## src/logic/soc_mem_pkg.sv

```systemverilog
`default_nettype none

package soc_mem_pkg;

	// display timing in pixel clocks and lines.
	localparam int H_ACTIVE     = 128;
	localparam int H_TOTAL      = 160;
	localparam int H_SYNC_START = 136;
	localparam int H_SYNC_END   = 152;

	localparam int V_ACTIVE     = 96;
	localparam int V_TOTAL      = 104;
	localparam int V_SYNC_START = 98;
	localparam int V_SYNC_END   = 100;

	localparam int FRAME_BYTES  = 1536; // frame buffer sits just below the top of memory.
	localparam int UART_OFFSET  = 4;    // status word is the last word of memory.
	localparam int BAUD_DIV     = 16;   // clocks per serial bit.

	typedef enum logic {
		SRC_CPU = 1'b0,
		SRC_VGA = 1'b1
	} src_e;

	typedef struct packed {
		logic        write;
		logic [31:0] adr;
		logic [31:0] wdata;
		logic [3:0]  sel;
	} cpu_req_t;

	typedef struct packed {
		logic        valid;
		logic [31:0] rdata;
	} cpu_rsp_t;

	// one access as it moves from the arbiter to the bus.
	typedef struct packed {
		src_e        src;
		logic        write;
		logic        uart_hit;
		logic [31:0] adr;
		logic [31:0] wdata;
		logic [3:0]  sel;
	} mem_op_t;

	typedef struct packed {
		src_e        src;
		logic        uart_hit; // set only for a uart read.
		logic [31:0] rdata;
	} mem_done_t;

	typedef struct packed {
		logic       is_new;
		logic [7:0] data;
	} uart_stat_t;

endpackage

`default_nettype wire

```

## src/logic/uart_rx.sv

```systemverilog
`timescale 1ns/1ps
`default_nettype none

module uart_rx (
	input  logic                    mem_read,
	input  logic                    arst_n,
	input  logic                    rx,
	output soc_mem_pkg::uart_stat_t uart_stat,
	input  logic                    uart_rd_ack
);
	import soc_mem_pkg::*;

	typedef enum logic [1:0] {
		RX_IDLE,
		RX_START,
		RX_DATA,
		RX_STOP
	} rx_state_e;

	rx_state_e                     state;
	logic [1:0]                    sync_q;
	logic                          rx_s;
	logic [$clog2(BAUD_DIV)-1:0]   baud_cnt;
	logic [2:0]                    bit_cnt;
	logic [7:0]                    shift_q;
	logic                          half_tick;
	logic                          bit_tick;
	logic                          got_byte;
	logic                          flag_q;
	logic [7:0]                    byte_q;

	assign rx_s      = sync_q[1];
	assign half_tick = (baud_cnt == BAUD_DIV / 2 - 1);
	assign bit_tick  = (baud_cnt == BAUD_DIV - 1);
	assign got_byte  = (state == RX_STOP) && bit_tick && rx_s; // bad stop bit drops the frame.

	always_ff @(posedge mem_read or negedge arst_n) begin
		if (!arst_n) begin
			sync_q   <= 2'b11; // line idles high.
			state    <= RX_IDLE;
			baud_cnt <= '0;
			bit_cnt  <= '0;
			flag_q   <= 1'b0;
			byte_q   <= '0;
		end else begin
			sync_q <= {sync_q[0], rx};
			case (state)
				RX_IDLE: begin
					baud_cnt <= '0;
					if (!rx_s)
						state <= RX_START;
				end
				RX_START: begin
					baud_cnt <= baud_cnt + 1'b1;
					if (half_tick) begin
						baud_cnt <= '0;
						bit_cnt  <= '0;
						state    <= rx_s ? RX_IDLE : RX_DATA; // glitch returns to idle.
					end
				end
				RX_DATA: begin
					baud_cnt <= baud_cnt + 1'b1;
					if (bit_tick) begin
						bit_cnt <= bit_cnt + 1'b1;
						if (bit_cnt == 3'd7)
							state <= RX_STOP;
					end
				end
				default: begin
					baud_cnt <= baud_cnt + 1'b1;
					if (bit_tick)
						state <= RX_IDLE;
				end
			endcase
			if (got_byte) begin
				byte_q <= shift_q;
				flag_q <= 1'b1; // a fresh byte wins over a read in the same cycle.
			end else if (uart_rd_ack) begin
				flag_q <= 1'b0;
			end
		end
	end

	// lsb arrives first.
	always_ff @(posedge mem_read) begin
		if (state == RX_DATA && bit_tick)
			shift_q <= {rx_s, shift_q[7:1]};
	end

	assign uart_stat = '{is_new: flag_q, data: byte_q};

endmodule

`default_nettype wire

```

## src/logic/vga_fetch.sv

```systemverilog
`timescale 1ns/1ps
`default_nettype none

module vga_fetch (
	input  logic        mem_read,
	input  logic        arst_n,
	output logic        vga_req_valid,
	output logic [8:0]  vga_word,
	input  logic        vga_req_ack,
	input  logic        vga_rsp_valid,
	input  logic [31:0] vga_rsp_data,
	output logic        hsync_n,
	output logic        vsync_n,
	output logic        pixel_data
);
	import soc_mem_pkg::*;

	logic [7:0]  h_cnt;
	logic [6:0]  v_cnt;
	logic [6:0]  v_next;
	logic        active;
	logic        grp_start;
	logic        fetch_now;
	logic [8:0]  fetch_word;
	logic        started;
	logic        pf_full;
	logic [31:0] pf_data;
	logic [31:0] shift_q;

	assign active    = (h_cnt < H_ACTIVE) && (v_cnt < V_ACTIVE);
	assign grp_start = active && (h_cnt[4:0] == 5'd0);
	assign v_next    = (v_cnt == V_TOTAL - 1) ? 7'd0 : v_cnt + 7'd1;

	// word index is line * 4 + group, so it packs as {line, group}.
	always_comb begin
		fetch_now  = 1'b0;
		fetch_word = {v_next, 2'd0};
		if (grp_start && h_cnt[6:5] != 2'd3) begin
			fetch_now  = 1'b1;
			fetch_word = {v_cnt, h_cnt[6:5] + 2'd1};
		end else if (h_cnt == H_ACTIVE && v_next < V_ACTIVE) begin
			fetch_now  = 1'b1; // first group of the next line.
		end
	end

	always_ff @(posedge mem_read or negedge arst_n) begin
		if (!arst_n) begin
			h_cnt         <= '0;
			v_cnt         <= '0;
			started       <= 1'b0;
			hsync_n       <= 1'b1;
			vsync_n       <= 1'b1;
			pixel_data    <= 1'b0;
			pf_full       <= 1'b0;
			vga_req_valid <= 1'b0;
		end else begin
			started <= 1'b1;
			h_cnt   <= (h_cnt == H_TOTAL - 1) ? 8'd0 : h_cnt + 8'd1;
			if (h_cnt == H_TOTAL - 1)
				v_cnt <= v_next;
			hsync_n <= !(h_cnt >= H_SYNC_START && h_cnt < H_SYNC_END);
			vsync_n <= !(v_cnt >= V_SYNC_START && v_cnt < V_SYNC_END);
			if (grp_start)
				pixel_data <= started && pf_data[0];
			else
				pixel_data <= active && shift_q[0];
			if (vga_rsp_valid)
				pf_full <= 1'b1;
			else if (grp_start)
				pf_full <= 1'b0;
			if (fetch_now)
				vga_req_valid <= 1'b1;
			else if (vga_req_ack)
				vga_req_valid <= 1'b0;
		end
	end

	// the group right after reset was never prefetched and shows blank.
	always_ff @(posedge mem_read) begin
		if (vga_rsp_valid)
			pf_data <= vga_rsp_data;
		if (grp_start)
			shift_q <= started ? (pf_data >> 1) : '0;
		else
			shift_q <= shift_q >> 1;
		if (fetch_now)
			vga_word <= fetch_word;
	end

	// the pipeline must return each word within the 32-cycle slack.
	a_prefetch_ready: assert property (@(posedge mem_read) disable iff (!arst_n)
		grp_start && started |-> pf_full);

endmodule

`default_nettype wire

```

## src/logic/req_arbiter.sv

```systemverilog
`timescale 1ns/1ps
`default_nettype none

module req_arbiter (
	input  logic                  mem_read,
	input  logic                  arst_n,
	input  logic [31:0]           mem_size,
	input  logic                  cpu_valid,
	input  soc_mem_pkg::cpu_req_t cpu_req,
	output logic                  cpu_ready,
	input  logic                  cpu_done,
	input  logic                  vga_req_valid,
	input  logic [8:0]            vga_word,
	output logic                  vga_req_ack,
	output logic                  op_valid,
	output soc_mem_pkg::mem_op_t  op,
	input  logic                  op_ready
);
	import soc_mem_pkg::*;

	logic    slot_free;
	logic    cpu_pend;
	logic    cpu_take;
	logic    take;
	mem_op_t op_next;

	assign slot_free   = !op_valid || op_ready; // output stage empties this edge.
	assign vga_req_ack = vga_req_valid && slot_free;
	assign cpu_ready   = slot_free && !cpu_pend && !vga_req_valid; // display goes first.
	assign cpu_take    = cpu_valid && cpu_ready;
	assign take        = vga_req_ack || cpu_take;

	always_comb begin
		if (vga_req_valid) begin
			op_next.src      = SRC_VGA;
			op_next.write    = 1'b0;
			op_next.uart_hit = 1'b0;
			op_next.adr      = mem_size - FRAME_BYTES + {21'd0, vga_word, 2'b00};
			op_next.wdata    = '0;
			op_next.sel      = 4'hf;
		end else begin
			op_next.src      = SRC_CPU;
			op_next.write    = cpu_req.write;
			op_next.uart_hit = (cpu_req.adr == mem_size - UART_OFFSET);
			op_next.adr      = cpu_req.adr;
			op_next.wdata    = cpu_req.wdata;
			op_next.sel      = cpu_req.sel;
		end
	end

	always_ff @(posedge mem_read or negedge arst_n) begin
		if (!arst_n) begin
			op_valid <= 1'b0;
			cpu_pend <= 1'b0;
		end else begin
			if (take)
				op_valid <= 1'b1;
			else if (op_ready)
				op_valid <= 1'b0;
			// one cpu request in flight until its response comes back.
			if (cpu_take)
				cpu_pend <= 1'b1;
			else if (cpu_done)
				cpu_pend <= 1'b0;
		end
	end

	always_ff @(posedge mem_read) begin
		if (take)
			op <= op_next;
	end

	a_op_hold: assert property (@(posedge mem_read) disable iff (!arst_n)
		op_valid && !op_ready |=> op_valid && $stable(op));

endmodule

`default_nettype wire

```

## src/logic/mem_issue.sv

```systemverilog
`timescale 1ns/1ps
`default_nettype none

module mem_issue (
	input  logic                   mem_read,
	input  logic                   arst_n,
	input  logic                   op_valid,
	input  soc_mem_pkg::mem_op_t   op,
	output logic                   op_ready,
	output logic                   rd_en,
	output logic                   wr_en,
	output logic [31:0]            adr,
	output logic [31:0]            wdata,
	output logic [3:0]             sel,
	input  logic                   mem_busy,
	input  logic [31:0]            rdata,
	output logic                   done_valid,
	output soc_mem_pkg::mem_done_t done
);
	import soc_mem_pkg::*;

	logic    busy;
	logic    cpl;
	logic    accept;
	mem_op_t cur;

	// uart hits never touch the bus and finish in one cycle.
	assign cpl      = busy && (cur.uart_hit || !mem_busy);
	assign op_ready = !busy || cpl;
	assign accept   = op_valid && op_ready;

	assign rd_en = busy && !cur.uart_hit && !cur.write;
	assign wr_en = busy && !cur.uart_hit && cur.write;
	assign adr   = cur.adr;
	assign wdata = cur.wdata;
	assign sel   = cur.sel;

	always_ff @(posedge mem_read or negedge arst_n) begin
		if (!arst_n) begin
			busy       <= 1'b0;
			done_valid <= 1'b0;
		end else begin
			if (accept)
				busy <= 1'b1; // back to back when a new op arrives at completion.
			else if (cpl)
				busy <= 1'b0;
			done_valid <= cpl;
		end
	end

	always_ff @(posedge mem_read) begin
		if (accept)
			cur <= op;
		if (cpl) begin
			done.src <= cur.src;
			// a uart write is reported as a plain write, so it gets zero and no ack.
			done.uart_hit <= cur.uart_hit && !cur.write;
			done.rdata    <= (cur.write || cur.uart_hit) ? 32'd0 : rdata;
		end
	end

	a_one_strobe: assert property (@(posedge mem_read) disable iff (!arst_n)
		!(rd_en && wr_en));

	a_bus_hold: assert property (@(posedge mem_read) disable iff (!arst_n)
		(rd_en || wr_en) && mem_busy |=> $stable({rd_en, wr_en, adr, wdata, sel}));

endmodule

`default_nettype wire

```

## src/logic/resp_route.sv

```systemverilog
`timescale 1ns/1ps
`default_nettype none

module resp_route (
	input  logic                    mem_read,
	input  logic                    arst_n,
	input  logic                    done_valid,
	input  soc_mem_pkg::mem_done_t  done,
	input  soc_mem_pkg::uart_stat_t uart_stat,
	output logic                    uart_rd_ack,
	output soc_mem_pkg::cpu_rsp_t   cpu_rsp,
	output logic                    cpu_done,
	output logic                    vga_rsp_valid,
	output logic [31:0]             vga_rsp_data
);
	import soc_mem_pkg::*;

	logic        to_cpu;
	logic        to_vga;
	logic        rsp_valid_q;
	logic [31:0] rsp_data_q;

	assign to_cpu = done_valid && (done.src == SRC_CPU);
	assign to_vga = done_valid && (done.src == SRC_VGA);

	// ack in the cycle the status is sampled, so no byte slips past the read.
	assign uart_rd_ack = to_cpu && done.uart_hit;

	always_ff @(posedge mem_read or negedge arst_n) begin
		if (!arst_n) begin
			rsp_valid_q   <= 1'b0;
			vga_rsp_valid <= 1'b0;
		end else begin
			rsp_valid_q   <= to_cpu;
			vga_rsp_valid <= to_vga;
		end
	end

	always_ff @(posedge mem_read) begin
		if (to_cpu)
			rsp_data_q <= done.uart_hit ? {23'd0, uart_stat} : done.rdata;
		if (to_vga)
			vga_rsp_data <= done.rdata;
	end

	assign cpu_rsp  = '{valid: rsp_valid_q, rdata: rsp_data_q};
	assign cpu_done = rsp_valid_q; // frees the arbiter for the next cpu request.

endmodule

`default_nettype wire

```

## src/logic/soc_mem_top.sv

```systemverilog
`timescale 1ns/1ps
`default_nettype none

module soc_mem_top (
	input  logic                  mem_read,
	input  logic                  arst_n,
	input  logic                  rx,
	input  logic [31:0]           mem_size,
	input  logic                  cpu_valid,
	input  soc_mem_pkg::cpu_req_t cpu_req,
	output logic                  cpu_ready,
	output soc_mem_pkg::cpu_rsp_t cpu_rsp,
	output logic                  rd_en,
	output logic                  wr_en,
	output logic [31:0]           adr,
	output logic [31:0]           wdata,
	output logic [3:0]            sel,
	input  logic                  mem_busy,
	input  logic [31:0]           rdata,
	output logic                  hsync_n,
	output logic                  vsync_n,
	output logic                  pixel_data
);
	import soc_mem_pkg::*;

	uart_stat_t  uart_stat;
	logic        uart_rd_ack;
	logic        vga_req_valid;
	logic [8:0]  vga_word;
	logic        vga_req_ack;
	logic        vga_rsp_valid;
	logic [31:0] vga_rsp_data;
	logic        op_valid;
	mem_op_t     op;
	logic        op_ready;
	logic        done_valid;
	mem_done_t   done;
	logic        cpu_done;

	uart_rx i_uart_rx (
		.mem_read, .arst_n, .rx, .uart_stat, .uart_rd_ack
	);

	vga_fetch i_vga_fetch (
		.mem_read, .arst_n, .vga_req_valid, .vga_word, .vga_req_ack,
		.vga_rsp_valid, .vga_rsp_data, .hsync_n, .vsync_n, .pixel_data
	);

	req_arbiter i_req_arbiter (
		.mem_read, .arst_n, .mem_size, .cpu_valid, .cpu_req, .cpu_ready, .cpu_done,
		.vga_req_valid, .vga_word, .vga_req_ack, .op_valid, .op, .op_ready
	);

	mem_issue i_mem_issue (
		.mem_read, .arst_n, .op_valid, .op, .op_ready, .rd_en, .wr_en, .adr, .wdata,
		.sel, .mem_busy, .rdata, .done_valid, .done
	);

	resp_route i_resp_route (
		.mem_read, .arst_n, .done_valid, .done, .uart_stat, .uart_rd_ack,
		.cpu_rsp, .cpu_done, .vga_rsp_valid, .vga_rsp_data
	);

endmodule

`default_nettype wire

```

## config.mk

```make
export PLATFORM = sky130hd
export DESIGN_NAME = soc_mem_top
export DESIGN_NICKNAME = d
export VERILOG_FILES = /design/src/logic/soc_mem_pkg.sv /design/src/logic/uart_rx.sv /design/src/logic/vga_fetch.sv /design/src/logic/req_arbiter.sv /design/src/logic/mem_issue.sv /design/src/logic/resp_route.sv /design/src/logic/soc_mem_top.sv
export SDC_FILE = /design/constraint.sdc
export NUM_CORES = 1
export LEC_CHECK = 0
export BUFFER_PORTS_ARGS = -buffer_cell sky130_fd_sc_hd__buf_2
export CAP_MARGIN = 25
export CORE_UTILIZATION = 57
export DETAILED_ROUTE_END_ITERATION = 7
export HOLD_SLACK_MARGIN = 0.06
export PLACE_DENSITY = 0.8
export SYNTH_ARGS = -nofsm -noshare
export SYNTH_HDL_FRONTEND = slang
export SYNTH_HIERARCHICAL = 1
export SYNTH_SLANG_ARGS = --single-unit
```

## constraint.sdc

```tcl
create_clock -name mem_read -period 5.6 [get_ports mem_read]
set_input_delay 1.12 -clock mem_read [delete_from_list [all_inputs] [get_ports mem_read]]
set_output_delay 1.12 -clock mem_read [all_outputs]
set_load 0.03 [all_outputs]
```

==> metrics.txt, run 1 <==
wire length per cell 18.42 µm; Post-Place Cells 1823; dominant cell type by area after synthesis edfxtp_1; clk_skew 0.01603 ns; fin cells 1896; Via-to-Cell Ratio 5.430; PostCTS Resize Cnt 0; Post-DRT Antenna Nets 0; CP arrival 4.31 ns; initial antenna violation count 1; core box area 28860 µm²; hold path start i_uart_rx/sync_q[0]; TNS Setup 0 ns; critical path class primary input to register; Critical Path Start mem_size[4]; Worst VDD drop 0.3075 mV; Mapped Cells 1291; CP peak stage delay 0.46 ns; Initial Utilization 58.24%; Hold WS 0.3575 ns; width of the die 173.7 µm; final slew viol count 0; layout cell share with drive strength beyond 1 25.23%; register share of total power 49.6%; maxcap violations 0; Post-Syn Area per Cell 13.02 µm²; clock power share 32.8%; YS warnings 6; CTS clock-pin slew for the worst setup and hold paths 0.06 ns; CTS Buffer Depth 3; Post-Syn Nets 1514; Max Clk Rate 0.2447 GHz; Synth Register Bits 366; number of flops mapped to enable cells by yosys 289; overall power 7.428 mW; Root Buffer Master clkbuf_16; htree depth 2; CP max-delay cell a221oi_1; die area 30180 µm²; later-pin clock latency in the skew report 0.52 ns; RSZ-0062 raised after global routing false; Placement Cell Area 17870 µm²; postcts setup bufs 0; Crit Reg-Reg Startpoint i_vga_fetch/vga_word[2]; status completed; final wirelength 34930 µm; crit end category register; fin crit share 72.97%; die height 173.7 µm; Final nets 1703; Setup Viol. Count Final 0; GR Util All Layers 22.86%; LEAKAGE 7.644 nW; DP Worst Slack 1.075 ns; RD Place Congestion 0.8829; internal power 5.356 mW; Hold Path Class register to register; cells along the critical path buf_2 -> ha_1 -> ha_1 -> a21o_1 -> a21oi_1 -> o21ai_1 -> a221oi_1 -> o21bai_1 -> a21o_1 -> a41o_1 -> a311oi_1 -> xnor2_1 -> a21oi_1; Critical Path RT 5.83 ns; NetSw 2.073 mW; drt first-iter violations 718; Netlist cell types 85; share of the synthesized area in the top cell type 51.64%; Detailed Place HPWL 23750 µm; Tightest Pin Transition 1.026 ns; # DRC 0; Layout Utilization 66.29%; CTS Sinks 366; largest net degree at the start of global routing 94; CP Launch Type primary input; drt first pass iters 6; Hold-fix buffers, CTS 0; first-pass GRT wire length 53910 µm; PortBufs 244; Tmin final 4.086 ns; Num CTS Buffers 38; final worst slack 1.514 ns; I/O pin total 245; # rows 62; # fillers 2057; Area Growth Syn to Fin 13.82%; most numerous cell in the Yosys netlist edfxtp_1; vias in the first global route 10150; Cell Area, Synth 16810 µm²; Worst Path Max Fanout 6; async set-reset flop share out of synthesis 12.57%; vias 10300; pwr dens 388.3 nW/µm²; GRT overflow 0; CTS tree yes; Synth top cells by count edfxtp_1 (289), nand2_1 (100), ha_1 (84), buf_4 (71), inv_1 (69); Design Area, Final 19130 µm²; largest cells by area after synthesis edfxtp_1 (52%), dfrtp_1 (6.3%), ha_1 (6.3%); post-synthesis sequential area ratio 62.21%; Net Sw Frac 27.90%; Hold Vio Cnt, Final 0; combinational power share 17.5%; Main synth FF type edfxtp_1; Slew Limit Headroom 31.63%
worst max-delay path, delay by kind of cell:
family | cells | cell delay, ns
AO/OA/AOI/OAI | 9 | 2.23
buffers and inverters | 1 | 0.14
XOR/XNOR | 1 | 0.16
adder cells (fa/ha/maj) | 2 | 0.65
power by group through the flow:
stage / Sequential [mW] / Combinational (mW) / Clock [mW]
3_5_place_dp: 3.74 / 1.29 / 0
5_1_grt: 3.72 / 1.40 / 2.59
2_1_floorplan: 3.76 / 0.982 / 0
6_report: 3.69 / 1.30 / 2.44
3_3_place_gp: 3.71 / 1.27 / 0
4_1_cts: 3.69 / 1.30 / 2.49
cell type report:
cell class	count	area [µm²]	area share, %
clock inverter	17	145.1	0.7588
antenna	2	5.005	0.02616
timing repair buffer	256	1324	6.920
multi-input combinational	749	5366	28.05
tap	384	480.5	2.512
sequential	366	10460	54.68
inverter	69	259.0	1.354
clock buffer	53	1090	5.697
final timing paths:
kind	endpoint	slack, ns	cells past startpoint
worst min register to register	i_uart_rx/sync_q[1]	0.36	0
worst max register to register	i_req_arbiter/op[66]	1.87	12
worst min-delay path	i_uart_rx/sync_q[1]	0.36	0
min in group asynchronous	i_uart_rx/byte_q[5]	0.69	2
max in group asynchronous	i_vga_fetch/vga_req_valid	4.40	2
worst max-delay path	i_req_arbiter/op[66]	1.51	13
logic make-up after synthesis:
family / after synthesis / synth area share (%)
DFF: 366 / 62.21
adders and majority gates: 85 / 6.373
other: 1 / 0.02231
AOI/OAI and AO/OA: 189 / 7.237
and+or+nand+nor: 352 / 10.93
xor gates and xnor gates: 88 / 4.586
buffers and inverters: 176 / 6.053
muxes: 34 / 2.591
layer usage:
metal | vias to the layer above | track usage (%) | wire, µm
met5 | - | 0 | 0
met4 | 0 | 6.908 | 822
met3 | 55 | 3.553 | 1969
met2 | 352 | 38.60 | 16940
met1 | 5030 | 30.62 | 15200
li1 | 4859 | - | -
cell usage in the layout (no fill, tap or decap), types with 14 or more instances in the layout:
master     instances
xnor2_1           67
nor2b_1           60
nor2_1            66
nand2_1          100
mux2_4            15
buf_2            244
o21ai_0           52
and2_1            36
xor2_1            21
edfxtp_1         289
nand3_1           14
dfrtp_1           41
a21oi_1           55
ha_1              84
clkbuf_16         40
mux2_2            16
dfxtp_1           31
inv_1             69
flip-flops by register name, summed over array words and instances (netlist names), 9 cells and up:
signal and cells:
i_vga_fetch/pf_data 32, i_mem_issue/wdata 32, i_vga_fetch/shift_q 31, i_resp_route/vga_rsp_data 32, i_vga_fetch/vga_word 9, i_mem_issue/done 34
i_mem_issue/adr 32, i_req_arbiter/op 71, i_resp_route/rsp_data_q 32
Note: power is estimated with default switching activity, not from simulation.
==> inputs of run 2 (changes only) <==
clock period = 3.8 ns   (was 5.6 ns; I/O delays follow)
==> metrics.txt, run 2 (synthesis results as in run 1) <==
Area Growth Syn to Fin 16.30%; GR Util All Layers 23.50% (+0.64 points); Hold Path Class primary input to asynchronous set/reset pin; I/O pin total 245 (unchanged); Hold Vio Cnt, Final 0 (unchanged); fin cells 1930 (+1.8%); Net Sw Frac 26.97% (-0.93 points); Tmin final 3.536 ns; wire length per cell 18.38 µm (-0.19%); Post-Place Cells 1858 (+1.9%); Post-DRT Antenna Nets 0 (unchanged); internal power 8.325 mW (+55%); vias 10300 (+0.078%); combinational power share 17.2% (-0.3 points); Initial Utilization 58.24% (unchanged); Root Buffer Master clkbuf_16; # rows 62 (unchanged); clk_skew 0.01526 ns (-0.0007655 ns); Placement Cell Area 18140 µm² (+1.5%); critical path class primary input to register; crit end category register; # DRC 0 (unchanged); CTS clock-pin slew for the worst setup and hold paths 0.06 ns (about the same); CTS Buffer Depth 3 (unchanged); Max Clk Rate 0.2828 GHz; Final nets 1738 (+2.1%); most frequent cells in the layout edfxtp_1 (289), buf_2 (244), nand2_1 (100), ha_1 (84), inv_1 (69); PortBufs 244 (unchanged); Worst VDD drop 0.4286 mV (+39%); CP Launch Type primary input; register share of total power 47.8% (-1.8 points); NetSw 3.075 mW (+48%); Slew Limit Headroom 35.40% (+3.8 points); status completed; CTS tree yes; maxcap violations 0 (unchanged); core box area 28860 µm² (unchanged); Tightest Pin Transition 0.9690 ns (-0.05658 ns); die area 30180 µm² (unchanged); GRT overflow 0 (unchanged); layout cell share with drive strength beyond 1 26.93% (+1.7 points); CTS Sinks 366 (unchanged); clock power share 35.0% (+2.2 points); multi-input logic area 5366 µm² (unchanged); RD Place Congestion 0.9555 (+8.2%); FF+latch area 10460 µm² (about the same); largest registers i_req_arbiter/op (71), i_mem_issue/done (34); Num CTS Buffers 38 (unchanged); final wirelength 35480 µm (+1.6%); Setup Viol. Count Final 0 (unchanged); PostCTS Resize Cnt 0 (unchanged); later-pin clock latency in the skew report 0.52 ns (about the same); Design Area, Final 19550 µm² (+2.2%); die height 173.7 µm (unchanged); cells along the critical path buf_2 -> buf_4 -> or4_1 -> nor4_1 -> a31oi_1 -> o31ai_1 -> nand4_1 -> a2111oi_1 -> o2111ai_1 -> nor4_2 -> nand4_1 -> nor4_2; final slew viol count 0 (unchanged); Worst Path Max Fanout 6 (unchanged); width of the die 173.7 µm (unchanged); initial antenna violation count 1 (unchanged); vias in the first global route 10390 (+2.4%); Reg with most FFs i_req_arbiter/op; pwr dens 583.2 nW/µm² (+50%); max reg flops 71 (unchanged); drt first pass iters 5 (-1); Critical Path RT 4.14 ns (-1.69 ns); TNS Setup 0 ns (unchanged); Hold-fix buffers, CTS 0 (unchanged); Layout Utilization 67.73% (+1.4 points); htree depth 2 (unchanged); Detailed Place HPWL 24650 µm (+3.8%); postcts setup bufs 0 (unchanged); first-pass GRT wire length 55460 µm (+2.9%); drt first-iter violations 669 (-6.8%); RSZ-0062 raised after global routing false; CP arrival 3.88 ns (-0.43 ns); LEAKAGE 7.901 nW (+3.4%); # fillers 2019 (-1.8%); leading cell type in the layout, fill and taps excluded edfxtp_1; CP peak stage delay 0.66 ns (+0.20 ns); fin crit share 93.06%; largest net degree at the start of global routing 72 (-23%); Via-to-Cell Ratio 5.339 (-1.7%); Hold WS 0.3093 ns (-0.04823 ns); CP max-delay cell or4_1
==> run 2: cell types whose count changed in the layout (fill, tap and decap cells not counted), sizes merged <==
cell / delta
diode: -1
bufinv: +5
inv: +2
clkbuf: -1
buf: +35
clkinvlp: -4
clkinv: -2
==> run 2: power groups by stage <==
stage | registers (mW) | clock network, mW | logic [mW]
2_1_floorplan | 5.52 | 0 | 1.45
3_3_place_gp | 5.49 | 0 | 1.90
3_5_place_dp | 5.53 | 0 | 1.93
4_1_cts | 5.46 | 4.07 | 1.96
5_1_grt | 5.51 | 4.22 | 2.11
6_report | 5.45 | 3.98 | 1.96
==> run 2: final cells by class <==
| type | count | area share [%] |
|---|---|---|
| diodes | 1 | 0.01280 |
| clock buffers | 52 | 5.723 |
| clock inverters | 18 | 1.306 |
| inverters | 69 | 1.325 |
| multi-input cells | 749 | 27.46 |
| flip-flops and latches | 366 | 53.50 |
| well taps | 384 | 2.458 |
| repair buffers | 291 | 8.220 |
==> run 2: final timing paths <==
| check | start | end | slack (ns) | cells past startpoint |
|---|---|---|---|---|
| min in group mem_read | rx | i_uart_rx/sync_q[0] | 0.33 | 1 |
| hold reg to reg | i_uart_rx/sync_q[0] | i_uart_rx/sync_q[1] | 0.37 | 0 |
| setup / recovery | mem_size[2] | i_req_arbiter/op[68] | 0.26 | 12 |
| setup reg to reg | i_vga_fetch/vga_word[5] | i_req_arbiter/op[66] | 0.30 | 13 |
| max in group asynchronous | arst_n | i_vga_fetch/vsync_n | 2.72 | 2 |
| hold / removal | arst_n | i_uart_rx/byte_q[2] | 0.31 | 1 |
==> run 2: metal layers <==
layer	wire, µm	vias up	global-route usage, %
met5	0	-	0
met1	15300	4946	30.98
met3	1957	79	3.816
met4	1156	0	8.516
met2	17070	355	39.46
li1	-	4924	-
==> run 2: through the flow <==
| step | setup slack (ns) | total power, mW |
|---|---|---|
| 2_1_floorplan | 0.2083 | 6.973 |
| 3_3_place_gp | -0.03656 | 7.391 |
| 3_5_place_dp | -0.1714 | 7.457 |
| 4_1_cts | 0.3521 | 11.48 |
| 5_1_grt | 0.08568 | 11.83 |
| 6_report | 0.2638 | 11.40 |
==> run 2: worst max-delay path: cells and delay by family <==
kind | cells | cell delay (ns)
AOI/OAI and AO/OA | 4 | 1.07
and+or+nand+nor | 6 | 1.77
buffers and inverters | 2 | 0.26
